==> config.mk <==
export PLATFORM = sky130hd
export DESIGN_NAME = irq_subsys_top
export DESIGN_NICKNAME = d
export VERILOG_FILES = /design/src/common/irq_pkg.sv /design/src/common/trap_if.sv /design/src/csr/csr_regs.sv /design/src/int_controller/int_controller.sv /design/src/logic/irq_subsys_top.sv /design/src/logic/trap_ctrl.sv
export VERILOG_INCLUDE_DIRS = /design/src /design/src/common
export SDC_FILE = /design/constraint.sdc
export NUM_CORES = 1
export LEC_CHECK = 0
export BUFFER_PORTS_ARGS = -buffer_cell sky130_fd_sc_hd__buf_2
export CAP_MARGIN = 20
export CORE_ASPECT_RATIO = 1.4
export CORE_UTILIZATION = 32
export CTS_CLUSTER_DIAMETER = 50
export CTS_CLUSTER_SIZE = 12
export DETAILED_ROUTE_END_ITERATION = 8
export RECOVER_POWER = 100
export SETUP_SLACK_MARGIN = 0.5
export SLEW_MARGIN = 10
export SYNTH_ARGS = -nofsm -noshare
export SYNTH_HDL_FRONTEND = slang
export SYNTH_SLANG_ARGS = --single-unit
==> constraint.sdc <==
create_clock -name clk -period 7.7 [get_ports clk]
set_clock_uncertainty 0.2 [all_clocks]
set_input_delay 1.155 -clock clk [delete_from_list [all_inputs] [get_ports clk]]
set_output_delay 1.155 -clock clk [all_outputs]
set_load 0.01 [all_outputs]
==> src/common/irq_params.svh <==
// IRQ subsystem constants: implemented line mask, CSR addresses and status bit positions
`ifndef IRQ_PARAMS_SVH
`define IRQ_PARAMS_SVH

// Implemented lines: custom 31..16, MEI 11, MTI 7, MSI 3
`define IRQ_MASK          32'hFFFF_0888

// Machine CSR addresses
`define CSR_MSTATUS       12'h300
`define CSR_MIE           12'h304
`define CSR_MCAUSE        12'h342
`define CSR_MIP           12'h344

// mstatus field positions
`define MSTATUS_MIE_BIT   3
`define MSTATUS_MPIE_BIT  7
`define MSTATUS_MPP_LSB   11   // Two bits wide

// Standard interrupt ids
`define IRQ_MEI_BIT       11   // External
`define IRQ_MSI_BIT       3    // Software
`define IRQ_MTI_BIT       7    // Timer
`endif

==> src/common/irq_pkg.sv <==
// IRQ subsystem package: privilege, CSR operation and trap FSM state types
`default_nettype none

package irq_pkg;

  ////////////////////////////////////////////////////////////
  // Privilege levels
  ////////////////////////////////////////////////////////////

  // Only machine and user exist, encodings as in mstatus.MPP
  typedef enum logic [1:0] {
    PRIV_U = 2'b00,
    PRIV_M = 2'b11
  } priv_lvl_e;

  ////////////////////////////////////////////////////////////
  // Host CSR access
  ////////////////////////////////////////////////////////////

  typedef enum logic [1:0] {
    CSR_READ  = 2'b00,   // No side effect
    CSR_WRITE = 2'b01,   // Full replace
    CSR_SET   = 2'b10,   // OR in wdata
    CSR_CLEAR = 2'b11    // AND out wdata
  } csr_op_e;

  ////////////////////////////////////////////////////////////
  // Trap controller FSM
  ////////////////////////////////////////////////////////////

  typedef enum logic {
    TS_RUN   = 1'b0,     // Executing, traps allowed
    TS_SLEEP = 1'b1      // Parked in wfi
  } trap_state_e;

endpackage

`default_nettype wire

==> src/common/trap_if.sv <==
// Trap interface: trap entry, mret and enable state between trap controller and CSR block
`timescale 1ns/1ps
`default_nettype none

interface trap_if;

  // From trap controller, no handshake
  logic       take;          // One-cycle trap entry strobe
  logic [4:0] take_id;       // Id of the line being taken
  logic       mret;          // One-cycle return strobe

  // From CSR block
  logic       global_ie;     // MIE, or running in user mode
  logic       mstatus_mie;   // Raw mstatus.MIE

  // Trap controller view
  modport ctrl (
    output take, take_id, mret
  );

  // CSR block view
  modport csr (
    input  take, take_id, mret,
    output global_ie, mstatus_mie
  );

endinterface

`default_nettype wire

==> src/csr/csr_regs.sv <==
// Machine CSR block: mstatus, mie, mcause and privilege with host access and trap updates
`timescale 1ns/1ps
`default_nettype none
`include "irq_params.svh"

module csr_regs import irq_pkg::*; (
  input  logic        clk,
  input  logic        rst_n,

  // Host access, read data is same-cycle
  input  logic        csr_en_i,
  input  csr_op_e     csr_op_i,
  input  logic [11:0] csr_addr_i,
  input  logic [31:0] csr_wdata_i,
  output logic [31:0] csr_rdata_o,

  // To/from interrupt controller
  input  logic [31:0] mip_i,          // Registered lines, read-only here
  output logic [31:0] mie_bypass_o,   // mie with pending host write merged in

  output priv_lvl_e   priv_lvl_o,
  trap_if.csr         trap
);

  // mstatus fields
  logic        mstatus_mie_q;
  logic        mstatus_mpie_q;
  priv_lvl_e   mstatus_mpp_q;
  priv_lvl_e   priv_q;                // Current privilege

  logic [31:0] mie_q;
  logic        mcause_irq_q;          // Interrupt flag, bit 31
  logic [4:0]  mcause_code_q;

  logic [31:0] mstatus_rd;
  logic [31:0] mcause_rd;
  logic [31:0] csr_old;               // Addressed register before the access
  logic [31:0] csr_new;               // Value after applying the op
  logic        wr_en;
  logic        wr_mstatus;
  logic        wr_mie;
  logic        wr_mcause;
  priv_lvl_e   wr_mpp;

  ////////////////////////////////////////////////////////////
  // Read path
  ////////////////////////////////////////////////////////////

  // Assemble mstatus, unimplemented bits read zero
  always_comb begin
    mstatus_rd                            = '0;
    mstatus_rd[`MSTATUS_MIE_BIT]          = mstatus_mie_q;
    mstatus_rd[`MSTATUS_MPIE_BIT]         = mstatus_mpie_q;
    mstatus_rd[`MSTATUS_MPP_LSB +: 2]     = mstatus_mpp_q;
  end

  assign mcause_rd = {mcause_irq_q, 26'b0, mcause_code_q};

  always_comb begin
    case (csr_addr_i)
      `CSR_MSTATUS: csr_old = mstatus_rd;
      `CSR_MIE:     csr_old = mie_q;
      `CSR_MIP:     csr_old = mip_i;
      `CSR_MCAUSE:  csr_old = mcause_rd;
      default:      csr_old = '0;       // Unknown address
    endcase
  end

  assign csr_rdata_o = csr_old;       // Old value, same cycle

  ////////////////////////////////////////////////////////////
  // Write path
  ////////////////////////////////////////////////////////////

  always_comb begin
    case (csr_op_i)
      CSR_WRITE: csr_new = csr_wdata_i;
      CSR_SET:   csr_new = csr_old | csr_wdata_i;
      CSR_CLEAR: csr_new = csr_old & ~csr_wdata_i;
      default:   csr_new = csr_old;
    endcase
  end

  assign wr_en      = csr_en_i && (csr_op_i != CSR_READ);
  assign wr_mstatus = wr_en && (csr_addr_i == `CSR_MSTATUS);
  assign wr_mie     = wr_en && (csr_addr_i == `CSR_MIE);
  assign wr_mcause  = wr_en && (csr_addr_i == `CSR_MCAUSE);   // mip writes fall through

  // MPP holds only legal levels, anything nonzero maps to M
  assign wr_mpp = (csr_new[`MSTATUS_MPP_LSB +: 2] == 2'b00) ? PRIV_U : PRIV_M;

  // Interrupt controller sees the new mie in the write cycle
  assign mie_bypass_o = wr_mie ? (csr_new & `IRQ_MASK) : mie_q;

  always_ff @(posedge clk, negedge rst_n) begin
    if (!rst_n) begin
      mie_q <= '0;
    end else begin
      mie_q <= mie_bypass_o;
    end
  end

  // Trap entry and mret override a host write to mstatus
  always_ff @(posedge clk, negedge rst_n) begin
    if (!rst_n) begin
      mstatus_mie_q  <= 1'b0;
      mstatus_mpie_q <= 1'b0;
      mstatus_mpp_q  <= PRIV_M;
      priv_q         <= PRIV_M;
    end else if (trap.take) begin
      mstatus_mpie_q <= mstatus_mie_q;  // Stack enable
      mstatus_mie_q  <= 1'b0;
      mstatus_mpp_q  <= priv_q;         // Stack privilege
      priv_q         <= PRIV_M;
    end else if (trap.mret) begin
      mstatus_mie_q  <= mstatus_mpie_q; // Unstack
      mstatus_mpie_q <= 1'b1;
      priv_q         <= mstatus_mpp_q;
      mstatus_mpp_q  <= PRIV_U;
    end else if (wr_mstatus) begin
      mstatus_mie_q  <= csr_new[`MSTATUS_MIE_BIT];
      mstatus_mpie_q <= csr_new[`MSTATUS_MPIE_BIT];
      mstatus_mpp_q  <= wr_mpp;
    end
  end

  always_ff @(posedge clk, negedge rst_n) begin
    if (!rst_n) begin
      mcause_irq_q  <= 1'b0;
      mcause_code_q <= '0;
    end else if (trap.take) begin
      mcause_irq_q  <= 1'b1;            // Always an interrupt here
      mcause_code_q <= trap.take_id;
    end else if (wr_mcause) begin
      mcause_irq_q  <= csr_new[31];
      mcause_code_q <= csr_new[4:0];
    end
  end

  ////////////////////////////////////////////////////////////
  // Status out
  ////////////////////////////////////////////////////////////

  assign trap.mstatus_mie = mstatus_mie_q;
  assign trap.global_ie   = trap.mstatus_mie || (priv_q == PRIV_U);  // User mode always open
  assign priv_lvl_o       = priv_q;

endmodule

`default_nettype wire

==> src/int_controller/int_controller.sv <==
// Interrupt controller: registers masked lines, qualifies them and picks the winning id
`timescale 1ns/1ps
`default_nettype none
`include "irq_params.svh"

module int_controller (
  input  logic        clk,
  input  logic        rst_n,

  input  logic [31:0] irq_i,          // Level lines, asynchronous to nothing here

  // To/from CSR block
  input  logic [31:0] mie_bypass_i,
  input  logic        global_ie_i,
  output logic [31:0] mip_o,

  // To trap controller
  output logic        irq_req_o,
  output logic [4:0]  irq_id_o,
  output logic        irq_wu_o
);

  logic [31:0] irq_q;
  logic [31:0] irq_qual;              // Registered and locally enabled

  ////////////////////////////////////////////////////////////
  // Line capture
  ////////////////////////////////////////////////////////////

  // Reserved lines never reach the register
  always_ff @(posedge clk, negedge rst_n) begin
    if (!rst_n) begin
      irq_q <= '0;
    end else begin
      irq_q <= irq_i & `IRQ_MASK;
    end
  end

  assign mip_o    = irq_q;
  assign irq_qual = irq_q & mie_bypass_i;

  // Request needs a local and the global enable
  assign irq_req_o = (|irq_qual) && global_ie_i;

  // Wake-up looks at the raw lines
  // mie is already masked, so reserved lines cannot wake
  assign irq_wu_o = |(irq_i & mie_bypass_i);

  ////////////////////////////////////////////////////////////
  // Priority encoder
  ////////////////////////////////////////////////////////////

  // Lowest priority first, later hits overwrite earlier ones
  // Order top down: 31..16, MEI, MSI, MTI
  always_comb begin
    irq_id_o = 5'(`IRQ_MTI_BIT);      // Default, also when idle
    if (irq_qual[`IRQ_MSI_BIT]) begin
      irq_id_o = 5'(`IRQ_MSI_BIT);
    end
    if (irq_qual[`IRQ_MEI_BIT]) begin
      irq_id_o = 5'(`IRQ_MEI_BIT);
    end
    for (int i = 16; i < 32; i++) begin
      if (irq_qual[i]) begin
        irq_id_o = 5'(i);             // Custom lines, highest index wins
      end
    end
  end

endmodule

`default_nettype wire

==> src/logic/irq_subsys_top.sv <==
// Interrupt subsystem top: CSR block, interrupt controller and trap controller
`timescale 1ns/1ps
`default_nettype none

module irq_subsys_top import irq_pkg::*; (
  input  logic        clk,
  input  logic        rst_n,

  input  logic [31:0] irq_i,

  // Host CSR port
  input  logic        csr_en_i,
  input  csr_op_e     csr_op_i,
  input  logic [11:0] csr_addr_i,
  input  logic [31:0] csr_wdata_i,
  output logic [31:0] csr_rdata_o,

  // Core events
  input  logic        mret_i,
  input  logic        wfi_i,

  output logic        trap_o,
  output logic [4:0]  trap_id_o,
  output logic        sleep_o,
  output priv_lvl_e   priv_lvl_o
);

  logic [31:0] mie_bypass;
  logic [31:0] mip;
  logic        irq_req;
  logic [4:0]  irq_id;
  logic        irq_wu;

  trap_if trap_bus ();                // CSR block <-> trap controller

  ////////////////////////////////////////////////////////////
  // Blocks
  ////////////////////////////////////////////////////////////

  csr_regs u_csr (
    .clk          (clk),
    .rst_n        (rst_n),
    .csr_en_i     (csr_en_i),
    .csr_op_i     (csr_op_i),
    .csr_addr_i   (csr_addr_i),
    .csr_wdata_i  (csr_wdata_i),
    .csr_rdata_o  (csr_rdata_o),
    .mip_i        (mip),
    .mie_bypass_o (mie_bypass),
    .priv_lvl_o   (priv_lvl_o),
    .trap         (trap_bus.csr)
  );

  int_controller u_intc (
    .clk          (clk),
    .rst_n        (rst_n),
    .irq_i        (irq_i),
    .mie_bypass_i (mie_bypass),
    .global_ie_i  (trap_bus.global_ie),  // Enable straight from the CSR side
    .mip_o        (mip),
    .irq_req_o    (irq_req),
    .irq_id_o     (irq_id),
    .irq_wu_o     (irq_wu)
  );

  trap_ctrl u_trap (
    .clk          (clk),
    .rst_n        (rst_n),
    .irq_req_i    (irq_req),
    .irq_id_i     (irq_id),
    .irq_wu_i     (irq_wu),
    .mret_i       (mret_i),
    .wfi_i        (wfi_i),
    .trap         (trap_bus.ctrl),
    .trap_o       (trap_o),
    .trap_id_o    (trap_id_o),
    .sleep_o      (sleep_o)
  );

endmodule

`default_nettype wire

==> src/logic/trap_ctrl.sv <==
// Trap controller: turns requests into trap pulses, forwards mret, runs the wfi sleep FSM
`timescale 1ns/1ps
`default_nettype none

module trap_ctrl import irq_pkg::*; (
  input  logic       clk,
  input  logic       rst_n,

  // From interrupt controller
  input  logic       irq_req_i,       // Already globally qualified
  input  logic [4:0] irq_id_i,
  input  logic       irq_wu_i,

  // Core events
  input  logic       mret_i,
  input  logic       wfi_i,

  trap_if.ctrl       trap,

  output logic       trap_o,
  output logic [4:0] trap_id_o,
  output logic       sleep_o
);

  trap_state_e state_q;
  trap_state_e state_d;
  logic        running;
  logic        take;

  assign running = (state_q == TS_RUN);

  ////////////////////////////////////////////////////////////
  // Trap and mret strobes
  ////////////////////////////////////////////////////////////

  // mret wins a tie, the line stays pending and is taken later
  assign take = running && irq_req_i && !mret_i;

  // CSR block acts on these at the closing edge
  assign trap.take    = take;
  assign trap.take_id = irq_id_i;
  assign trap.mret    = running && mret_i;   // Ignored while asleep

  ////////////////////////////////////////////////////////////
  // Sleep FSM
  ////////////////////////////////////////////////////////////

  always_comb begin
    state_d = state_q;
    case (state_q)
      TS_RUN: begin
        if (wfi_i && !irq_req_i) begin
          state_d = TS_SLEEP;         // Nothing to take, park
        end
      end
      TS_SLEEP: begin
        // Wake on any mie-enabled line, MIE not involved
        if (irq_wu_i) begin
          state_d = TS_RUN;
        end
      end
      default: state_d = TS_RUN;
    endcase
  end

  always_ff @(posedge clk, negedge rst_n) begin
    if (!rst_n) begin
      state_q <= TS_RUN;
      sleep_o <= 1'b0;
    end else begin
      state_q <= state_d;
      sleep_o <= (state_d == TS_SLEEP);  // Registered, tracks next state
    end
  end

  ////////////////////////////////////////////////////////////
  // Trap output
  ////////////////////////////////////////////////////////////

  // One-cycle pulse, id held until the next trap
  always_ff @(posedge clk, negedge rst_n) begin
    if (!rst_n) begin
      trap_o    <= 1'b0;
      trap_id_o <= '0;
    end else begin
      trap_o <= take;
      if (take) begin
        trap_id_o <= irq_id_i;
      end
    end
  end

endmodule

`default_nettype wire

# == Word-level counts from Yosys, hierarchy flattened ==
# Index checks and enable logic that the tools add are counted.
# op_classes
n_eq_ne,7
bitwise_logic,6
reduce_logical,20
n_mux,40
# ops
cell,n
$pmux W32 S4,1
$and A32 B32 Y32,3
$pmux W32 S3,1
$mux W5,18
$reduce_or A32 Y1,2
$eq A12 B10 Y1 const B,4
$mux W32,1
$not A32 Y32,1
$or A32 B32 Y32,1
$mux W2,6
$mux W1,10
$logic_and A1 B1 Y1,9
$reduce_bool A2 Y1,3
$eq A2 B2 Y1 const B,2
$logic_not A2 Y1,2
$mux W4,1
$mux W3,1
$reduce_bool A3 Y1,1
$eq A2 B1 Y1 const B,1
$logic_not A1 Y1,2
$pmux W1 S2,1
$logic_or A1 B1 Y1,1
$not A1 Y1,1
# totals
in_bits,83
ff_bits,70
wordCells,84
output_inout_bits,41

# == Depth between registers and ports, before layout ==
# Gate-level depths: netlist of the first run.
# logic_depth
word_depth,25
mapped_depth,12
ltp_nobuf,9

# == Modules after synthesis ==
# Synthesis of the first run repeated with hierarchy kept, for this count alone.
# unflattened
cells_unflattened,464
hier_area_um2,4429.2
# by_module_without_submodules
module,area_each_um2,instances,seq_area_each_um2,cells_each
csr_regs,3091.7,1,1106.1,342
int_controller,1023.5,1,475.5,100
trap_ctrl,314.1,1,175.2,22

# == Worst setup path after synthesis of the first run ==
# OpenSTA, ideal clock, no wires.
# synth_timing
path_type,input port to flip-flop
startpoint,input port csr_addr_i[1]
endpoint,register u_csr.mstatus_mpie_q
slack_ns,3.478
arrival_ns,3.895
path_buffers,2
t_required_ns,7.373
stages,10
setup_time_ns,0.127
path_cell_list,buf_2 -> or4b_1 -> buf_2 -> or4_4 -> a2111o_1 -> a21bo_1 -> o2111a_1 -> and4_4 -> a21o_4 -> mux2_1
# synth_via
elab_chain_len,11
word_cells_on_any_way,20
cone_classes,eq/ne: 4; mux: 6; bitwise: 3; reduce/logical: 7
# synth_rtl
element,line,text
"start, declared",irq_subsys_top.sv:14,"input logic [11:0] csr_addr_i,"
$eq A12 B10 Y1,csr_regs.sv:60,case (csr_addr_i)
$pmux W32 S4,csr_regs.sv:60,
$and A32 B32 Y32 or $or A32 B32 Y32 (tied branches),"csr_regs.sv:79, csr_regs.sv:78",
$pmux W32 S3,csr_regs.sv:76,case (csr_op_i)
$mux W32,csr_regs.sv:93,assign mie_bypass_o = wr_mie ? (csr_new & `IRQ_MASK) : mie_q;
$and A32 B32 Y32,int_controller.sv:40,assign irq_qual = irq_q & mie_bypass_i;
$reduce_or A32 Y1,int_controller.sv:43,assign irq_req_o = (|irq_qual) && global_ie_i;
$logic_and A1 B1 Y1,int_controller.sv:43,
$logic_and A1 B1 Y1 (2 in a row),trap_ctrl.sv:37,assign take = running && irq_req_i && !mret_i;
$reduce_bool A3 Y1 (no source line) or $mux W1 (tied branches),n/a,
"end signal, assigned",csr_regs.sv:111,mstatus_mpie_q <= mstatus_mie_q;
"end signal, assigned",csr_regs.sv:122,mstatus_mpie_q <= csr_new[`MSTATUS_MPIE_BIT];
"end, declared",csr_regs.sv:27,logic mstatus_mpie_q;
# Parallel ways exist; a longest one is shown, timed or not. The select of a mux whose other input is x is not followed.
# A chain may end at the register's enable or synchronous reset.

# == Worst setup path in the final report of the first run ==
# layout_timing
startpoint,input port csr_addr_i[6]
endpoint,register u_trap.trap_id_o[2]
# layout_via
word_cells_on_any_way,33
cone_classes,eq/ne: 4; mux: 21; bitwise: 3; reduce/logical: 5
# layout_lines
element,line,text
$eq A12 B10 Y1,csr_regs.sv:60,
$pmux W32 S4,csr_regs.sv:60,
$and A32 B32 Y32 or $or A32 B32 Y32 (tied branches),"csr_regs.sv:79, csr_regs.sv:78",
$pmux W32 S3,csr_regs.sv:76,
$mux W32 (*),csr_regs.sv:93,
$and A32 B32 Y32 (*),int_controller.sv:40,
$reduce_or A32 Y1 (*),int_controller.sv:43,
$logic_and A1 B1 Y1 (*),int_controller.sv:43,
$logic_and A1 B1 Y1 (*) (2 in a row),trap_ctrl.sv:37,
via trap_bus.take,trap_if.sv:8,logic take;
"end signal, assigned",trap_ctrl.sv:88,trap_id_o <= irq_id_i;
"end, declared",trap_ctrl.sv:21,"output logic [4:0] trap_id_o,"
# Mark *: on every way through the listed nets, which the timed path passes. The rest lies on a longest branch.

==> results of run 1 <==
==> layer usage <==
layer,global-route usage [%],routed length (um)
met1,27.9,6510
met2,37.3,7900
met3,3.78,904
met4,10.0,408
met5,0,0
==> cell families after synthesis <==
| group | after synthesis |
|---|---|
| XOR/XNOR | 11 |
| multiplexers | 34 |
| AO/OA/AOI/OAI | 146 |
| adder cells (fa/ha/maj) | 2 |
| flip-flops | 70 |
| AND/OR/NAND/NOR | 187 |
| buffers and inverters | 54 |
==> worst max-delay path, cell delays in order <==
cell and delay [ps]:
clkbuf_1 700, nor4bb_1 660, nand4_1 590, o21ai_0 510, a21boi_0 280, a2111oi_0 730
and4_4 390, a21o_1 470, inv_1 260, o21a_1 230
==> how the worst min path moves through the flow <==
| stage | startpoint | endpoint | slack (ps) | cells after the start |
|---|---|---|---|---|
| 4_1_cts | u_trap.trap_id_o[2]$_DFFE_PN0P_ | u_trap.trap_id_o[2]$_DFFE_PN0P_ | 300 | 1 |
| 5_1_grt | u_csr.mie_q[14]$_DFF_PN0_ | u_csr.mie_q[14]$_DFF_PN0_ | 340 | 1 |
| 6_report | u_trap.trap_id_o[2]$_DFFE_PN0P_ | u_trap.trap_id_o[2]$_DFFE_PN0P_ | 290 | 1 |
| 3_5_place_dp | u_trap.trap_id_o[2]$_DFFE_PN0P_ | u_trap.trap_id_o[2]$_DFFE_PN0P_ | 280 | 1 |
| 2_1_floorplan | u_csr.mie_q[6]$_DFF_PN0_ | u_csr.mie_q[6]$_DFF_PN0_ | 270 | 1 |
| 3_3_place_gp | u_trap.trap_id_o[2]$_DFFE_PN0P_ | u_trap.trap_id_o[2]$_DFFE_PN0P_ | 270 | 1 |
==> flip-flops by register name (all words and copies together) (netlist names) <==
name,count
u_csr.priv_lvl_o,2
u_csr.trap.mstatus_mie,1
u_csr.mstatus_mpp_q,2
u_trap.sleep_o,1
u_csr.mie_q,32
u_trap.trap_o,1
u_intc.mip_o,19
u_trap.trap_id_o,5
u_csr.mstatus_mpie_q,1
u_csr.mcause_irq_q,1
u_csr.mcause_code_q,5
==> cells in the final DEF (no fill, tap or decap), drive strengths merged, types with 22 or more instances in the layout <==
cell type and instances:
nor2 30, buf 61, nand2 60, a21oi 22, o21ai 25, dfrtp 66
inv 28, mux2i 28, clkbuf 67, and2 24
==> metrics by stage <==
stage	power [W]	worst slack (ps)	util (%)	hold WS (ps)	cells
6_report	0.00110	1750	39.4	292	796
5_1_grt	0.00116	1490	39.4	338	796
4_1_cts	0.00112	2560	40.0	299	795
3_3_place_gp	0.000681	2260	37.7	275	779
2_1_floorplan	0.000597	3480	-	268	504
3_5_place_dp	0.000686	2210	37.7	284	779
==> report_power, final <==
group | switching (W) | total, W | internal (W)
Sequential | 0.0000353 | 0.000454 | 0.000419
Clock | 0.000169 | 0.000431 | 0.000262
Combinational | 0.000130 | 0.000219 | 0.0000890
Total | 0.000334 | 0.00110 | 0.000770
==> cell type report <==
type | count | area [um2] | share of cell area, %
Tap cell | 185 | 231 | 4.25
Antenna cell | 1 | 2.50 | 0.0459
Multi-Input combinational cell | 380 | 2530 | 46.4
Clock inverter | 6 | 68.8 | 1.26
Clock buffer | 10 | 239 | 4.38
Timing Repair Buffer | 118 | 524 | 9.61
Inverter | 26 | 97.6 | 1.79
Sequential cell | 70 | 1760 | 32.2
==> summary.md, run 1 <==
| Metric | Value |
|---|---|
| Status | complete, but fails checks |
| Failing checks | max-capacitance violations, max-slew violations |
| DRC Markers | 0 |
| Worst setup SP type | input pin |
| Syn Nets | 587 |
| Post-route minimum period | 5950 ps |
| Actual slew at the worst max-slew pin | 3830 ps |
| CP Capture Point | u_trap.trap_id_o[2]$_DFFE_PN0P_ |
| Synth Area in XOR/XNOR | 2.13% |
| Vias | 4451 |
| Clock slew at reported path FFs | 60 ps |
| Largest area contributor in the netlist | dfrtp_1 |
| Final setup violation count | 0 |
| Fin Setup TNS | 0 ps |
| Fraction of layout instances using a drive strength above 1 | 15.2% |
| First-pass GRT wire length | 24100 um |
| Final hold viol count | 0 |
| Post-CTS setup buffer count | 0 |
| Detailed Routing Iterations Pass 1 | 5 |
| Synth Area in Simple Gates | 22.0% |
| Crit path kind | in2reg |
| Largest net degree at the start of global routing | 71 |
| Count leader, synth | dfrtp_1 |
| R2R setup slack | 4160 ps |
| Cts hold-fix bufs | 0 |
| Crit Path Max Fanout | 27 |
| Final instance area | 5450 um2 |
| Cell Rows | between 50 and 60 |
| H-tree levels | 3 |
| Compound-Gate Fraction of Synth Area | between 20% and 30% |
| Detail Placement HPWL | between 10000 and 15000 um |
| FFs w/ async S/R, synth | 100% |
| WL final | approximately 16000 um |
| Ports | 124 |
| Leak | 2.39 nW |
| Sequential fraction of the synthesis area | 38.9% |
| Gate Count Post-Synth | 504 |
| Worst r2r src | u_intc.mip_o[25]$_DFF_PN0_ |
| Final clock period utilization by the worst path | 77.2% |
| RSZ-0062 raised after global routing | no |
| Critical path required time | 7740 ps |
| Pwr per Cell Area | between 200 and 250 nW/um2 |
| Post-DRT Antenna Nets | 0 |
| Largest family of logic cells by synthesized area | compound AO/OA/AOI/OAI gates |
| Synth warnings | 0 |
| Post-synth EDFFs | 0 |
| Clk_lat worst skew | 340 ps |
| Max Cap Violations | 2 |
| Leading cell types by count after synthesis | dfrtp_1, nand2_1, nor2_1 |
| Maximum vdd ir drop | about 0.00011 V |
| Final slew viol count | 99 |
| Dpl cell area | 5230 um2 |
| Initial core utilization | 32.6% |
| Fillers | 1484 |
| Global route overflow | 0 |
| Post-synth top area share | 36.6% |
| HP Class | reg2reg |
| Critical Path Source | csr_addr_i[6] |
| Crit path capture type | flip-flop |
| Post-synthesis register bit count | 70 |
| Max-slew headroom | -155% |
| Final nets | 688 |
| # resized after CTS | 0 |
| Unique cell type count in the Yosys netlist | 74 |
| Initial antenna violation count | 1 |
| Reg-to-reg endpoint | u_trap.trap_id_o[2]$_DFFE_PN0P_ |
| Routed length per placed instance | roughly 20 um |
| CTS tree | built |
| Routability Congestion | 0.877 |
| PortBufs | roughly 120 |
| Sink Count | 70 |
| Die width | 102 um |
| Post-Synth Adder-Cell Area | 0.443% |
| Largest cells by area after synthesis | dfrtp_1, mux2i_1, nand2_1 |
| DRT iter0 DRCs | 314 |
| Arr. time, crit path | 5980 ps |
| Vias in the first global route | between 4000 and 5000 |
| Synth Flop Type | dfrtp_1 |
| FMAX | 168 MHz |
| Avg Inst Size Synth | 8.96 um2 |
| Reg2Reg Depth | 9 |
| Core box area | about 14000 um2 |
| Vias/cell | 5.59 |
| Mapped Area | about 4500 um2 |
| Max clock buf depth | 2 |
| Full die area | 14600 um2 |
| Area Overhead vs Synth | 20.8% |
| GRT Total Usage | around 22% |
| TritonCTS buffer count | 9 |
| Die Y | between 100 and 150 um |
| Clock root cell | clkbuf_16 |
| Multiplexer share of the synthesized area | 7.71% |
Note: power is estimated with default switching activity, not from simulation.
==> run 2: changes to the inputs <==
clock period = 4.9 ns   (was 7.7 ns; I/O delays follow)
==> run 2 against run 1 <==
  * The flow still finishes with violations (max-capacitance violations, max-slew violations)
  * Global-route usage up 0.32 points
  * Final cell count up 1.9%
  * Largest cell class unchanged
  * Largest power group unchanged
  * Via count up 2.7%
  * Sequential share of layout area down 0.64 points
  * Register-to-register slack worse by 2400 ps
  * Cell area up 2.0%
  * First-iteration DRC count up 1.6%
  * Critical path depth unchanged
  * Worst hold slack better by 16 ps
  * Combinational power up 62%
  * Total power up 60%
==> summary.md, run 2 (same netlist as run 1, synthesis figures left out) <==
| Metric | Value |
|---|---|
| Final setup violation count | 0 |
| Die width | 102 um |
| Max incr delay on CP | 690 ps |
| CP cell instances | clkbuf_1, or4b_1, or4_1, a2111oi_0, o21a_1, a2111oi_0, and4_4, a21o_4, inv_1, mux2i_1 |
| Most common cell after layout, fill and taps aside | dfrtp_1 |
| Critical path required time | 4960 ps |
| Clock slew at reported path FFs | about 60 ps |
| Full die area | 14600 um2 |
| Pwr per Cell Area | 317 nW/um2 |
| Core box area | 13800 um2 |
| Most frequent cells in the layout | dfrtp_1, buf_2, nand2_1 |
| RSZ-0062 raised after global routing | no |
| H-tree levels | 3 |
| CTS tree | built |
| Routed length per placed instance | 19.6 um |
| WL final | approximately 16000 um |
| Hold slack | ~300 ps |
| Detailed Routing Iterations Pass 1 | 5 |
| Area Overhead vs Synth | 23.3% |
| Arr. time, crit path | 4440 ps |
| Final nets | 704 |
| Multi-input gate area | 2540 um2 |
| Crit Path Max Fanout | 18 |
| PortBufs | 115 |
| Post-route minimum period | about 4400 ps |
| # resized after CTS | 0 |
| FMAX | 228 MHz |
| GRT Total Usage | 22.7% |
| Failing checks | max-capacitance violations, max-slew violations |
| Top reg by flops | u_csr.mie_q |
| Worst setup SP type | input pin |
| Final clock period utilization by the worst path | 89.4% |
| Max clock buf depth | 2 |
| Post-DRT Antenna Nets | 0 |
| Global route overflow | 0 |
| Vias | 4572 |
| Max-slew headroom | -2.40% |
| Final hold viol count | 0 |
| Fin Setup TNS | 0 ps |
| Leak | 2.46 nW |
| Actual slew at the worst max-slew pin | approximately 1500 ps |
| CP max stage cell | or4b_1 |
| Clk_lat worst skew | 340 ps |
| Detail Placement HPWL | 12200 um |
| DRT iter0 DRCs | around 320 |
| Status | complete, but fails checks |
| HP Class | reg2reg |
| Routability Congestion | about 0.9 |
| Clock root cell | clkbuf_16 |
| Die Y | 143 um |
| Final slew viol count | 29 |
| Maximum vdd ir drop | 0.000194 V |
| Fraction of layout instances using a drive strength above 1 | 17.1% |
| Cell Rows | 51 |
| Post-CTS setup buffer count | 0 |
| Ports | 124 |
| Sink Count | 70 |
| First-pass GRT wire length | 24600 um |
| Cts hold-fix bufs | 0 |
| DRC Markers | 0 |
| Initial core utilization | 32.6% |
| Crit path kind | in2reg |
| Largest net degree at the start of global routing | 48 |
| Vias/cell | 5.64 |
| Crit path capture type | flip-flop |
| Largest register FFs | 32 |
| Max Cap Violations | 1 |
| Most frequent CP cell | a2111oi_0 |
| Initial antenna violation count | 0 |
| Vias in the first global route | about 4500 |
| TritonCTS buffer count | 9 |
| Fillers | 1426 |
| Reg area | roughly 1800 um2 |
| Ant diodes | 0 |
-- run 2: cell count changes in the layout (fill, tap and decap cells not counted), sizes merged --
cell,previous run,this run
buf,61,76
bufinv,1,2
clkbuf,67,68
clkinv,2,3
diode,1,0
inv,28,26
-- run 2: critical path: cells and delay by family --
family	cells	cell delay [ps]
and+or+nand+nor	3	1480
AOI/OAI and AO/OA	4	1230
buffers and inverters	2	780
muxes	1	220
-- run 2: metrics by stage --
stage	cells	util, %	setup slack [ps]	total power (W)	cell area (um2)
6_report	811	40.2	521	0.00176	5560
4_1_cts	810	40.8	837	0.00178	5650
3_3_place_gp	794	38.6	523	0.00107	5340
2_1_floorplan	504	-	1100	0.000938	4510
3_5_place_dp	794	38.6	501	0.00109	5340
5_1_grt	811	40.2	318	0.00184	5560
-- run 2: power by group --
group / leakage [nW] / switching (W) / internal, W
logic: 1.45 / 0.000209 / 0.000145
registers: 0.859 / 0.0000556 / 0.000659
clock network: 0.152 / 0.000252 / 0.000444
total: 2.46 / 0.000516 / 0.00125
-- run 2: worst paths after layout --
| path | from | end | slack [ps] | cells past startpoint |
|---|---|---|---|---|
| hold reg to reg | u_csr.mie_q[8]$_DFF_PN0_ | u_csr.mie_q[8]$_DFF_PN0_ | 310 | 1 |
| hold / removal | u_csr.mie_q[8]$_DFF_PN0_ | u_csr.mie_q[8]$_DFF_PN0_ | 310 | 1 |
| max in group asynchronous | rst_n | u_intc.mip_o[16]$_DFF_PN0_ | 1140 | 3 |
| setup / recovery | csr_addr_i[2] | u_trap.trap_id_o[0]$_DFFE_PN0P_ | 520 | 10 |
| setup reg to reg | u_intc.mip_o[25]$_DFF_PN0_ | u_trap.trap_id_o[2]$_DFFE_PN0P_ | 1750 | 9 |
| min in group asynchronous | rst_n | u_csr.mie_q[22]$_DFF_PN0_ | 390 | 1 |
-- run 2: metal layers --
layer	wire [um]	vias up	global-route usage (%)
met5	0	-	0
met2	7990	188	38.5
met4	478	0	9.17
met1	6420	2230	28.0
met3	977	38	4.03
li1	-	2116	-
-- run 2: cell type report --
type	instances	share of cell area, %
clock buffer	10	4.12
clock inverter	6	1.55
inverter	26	1.75
multi-input combinational	380	45.6
timing repair buffer	134	11.2
sequential	70	31.6
tap	185	4.16
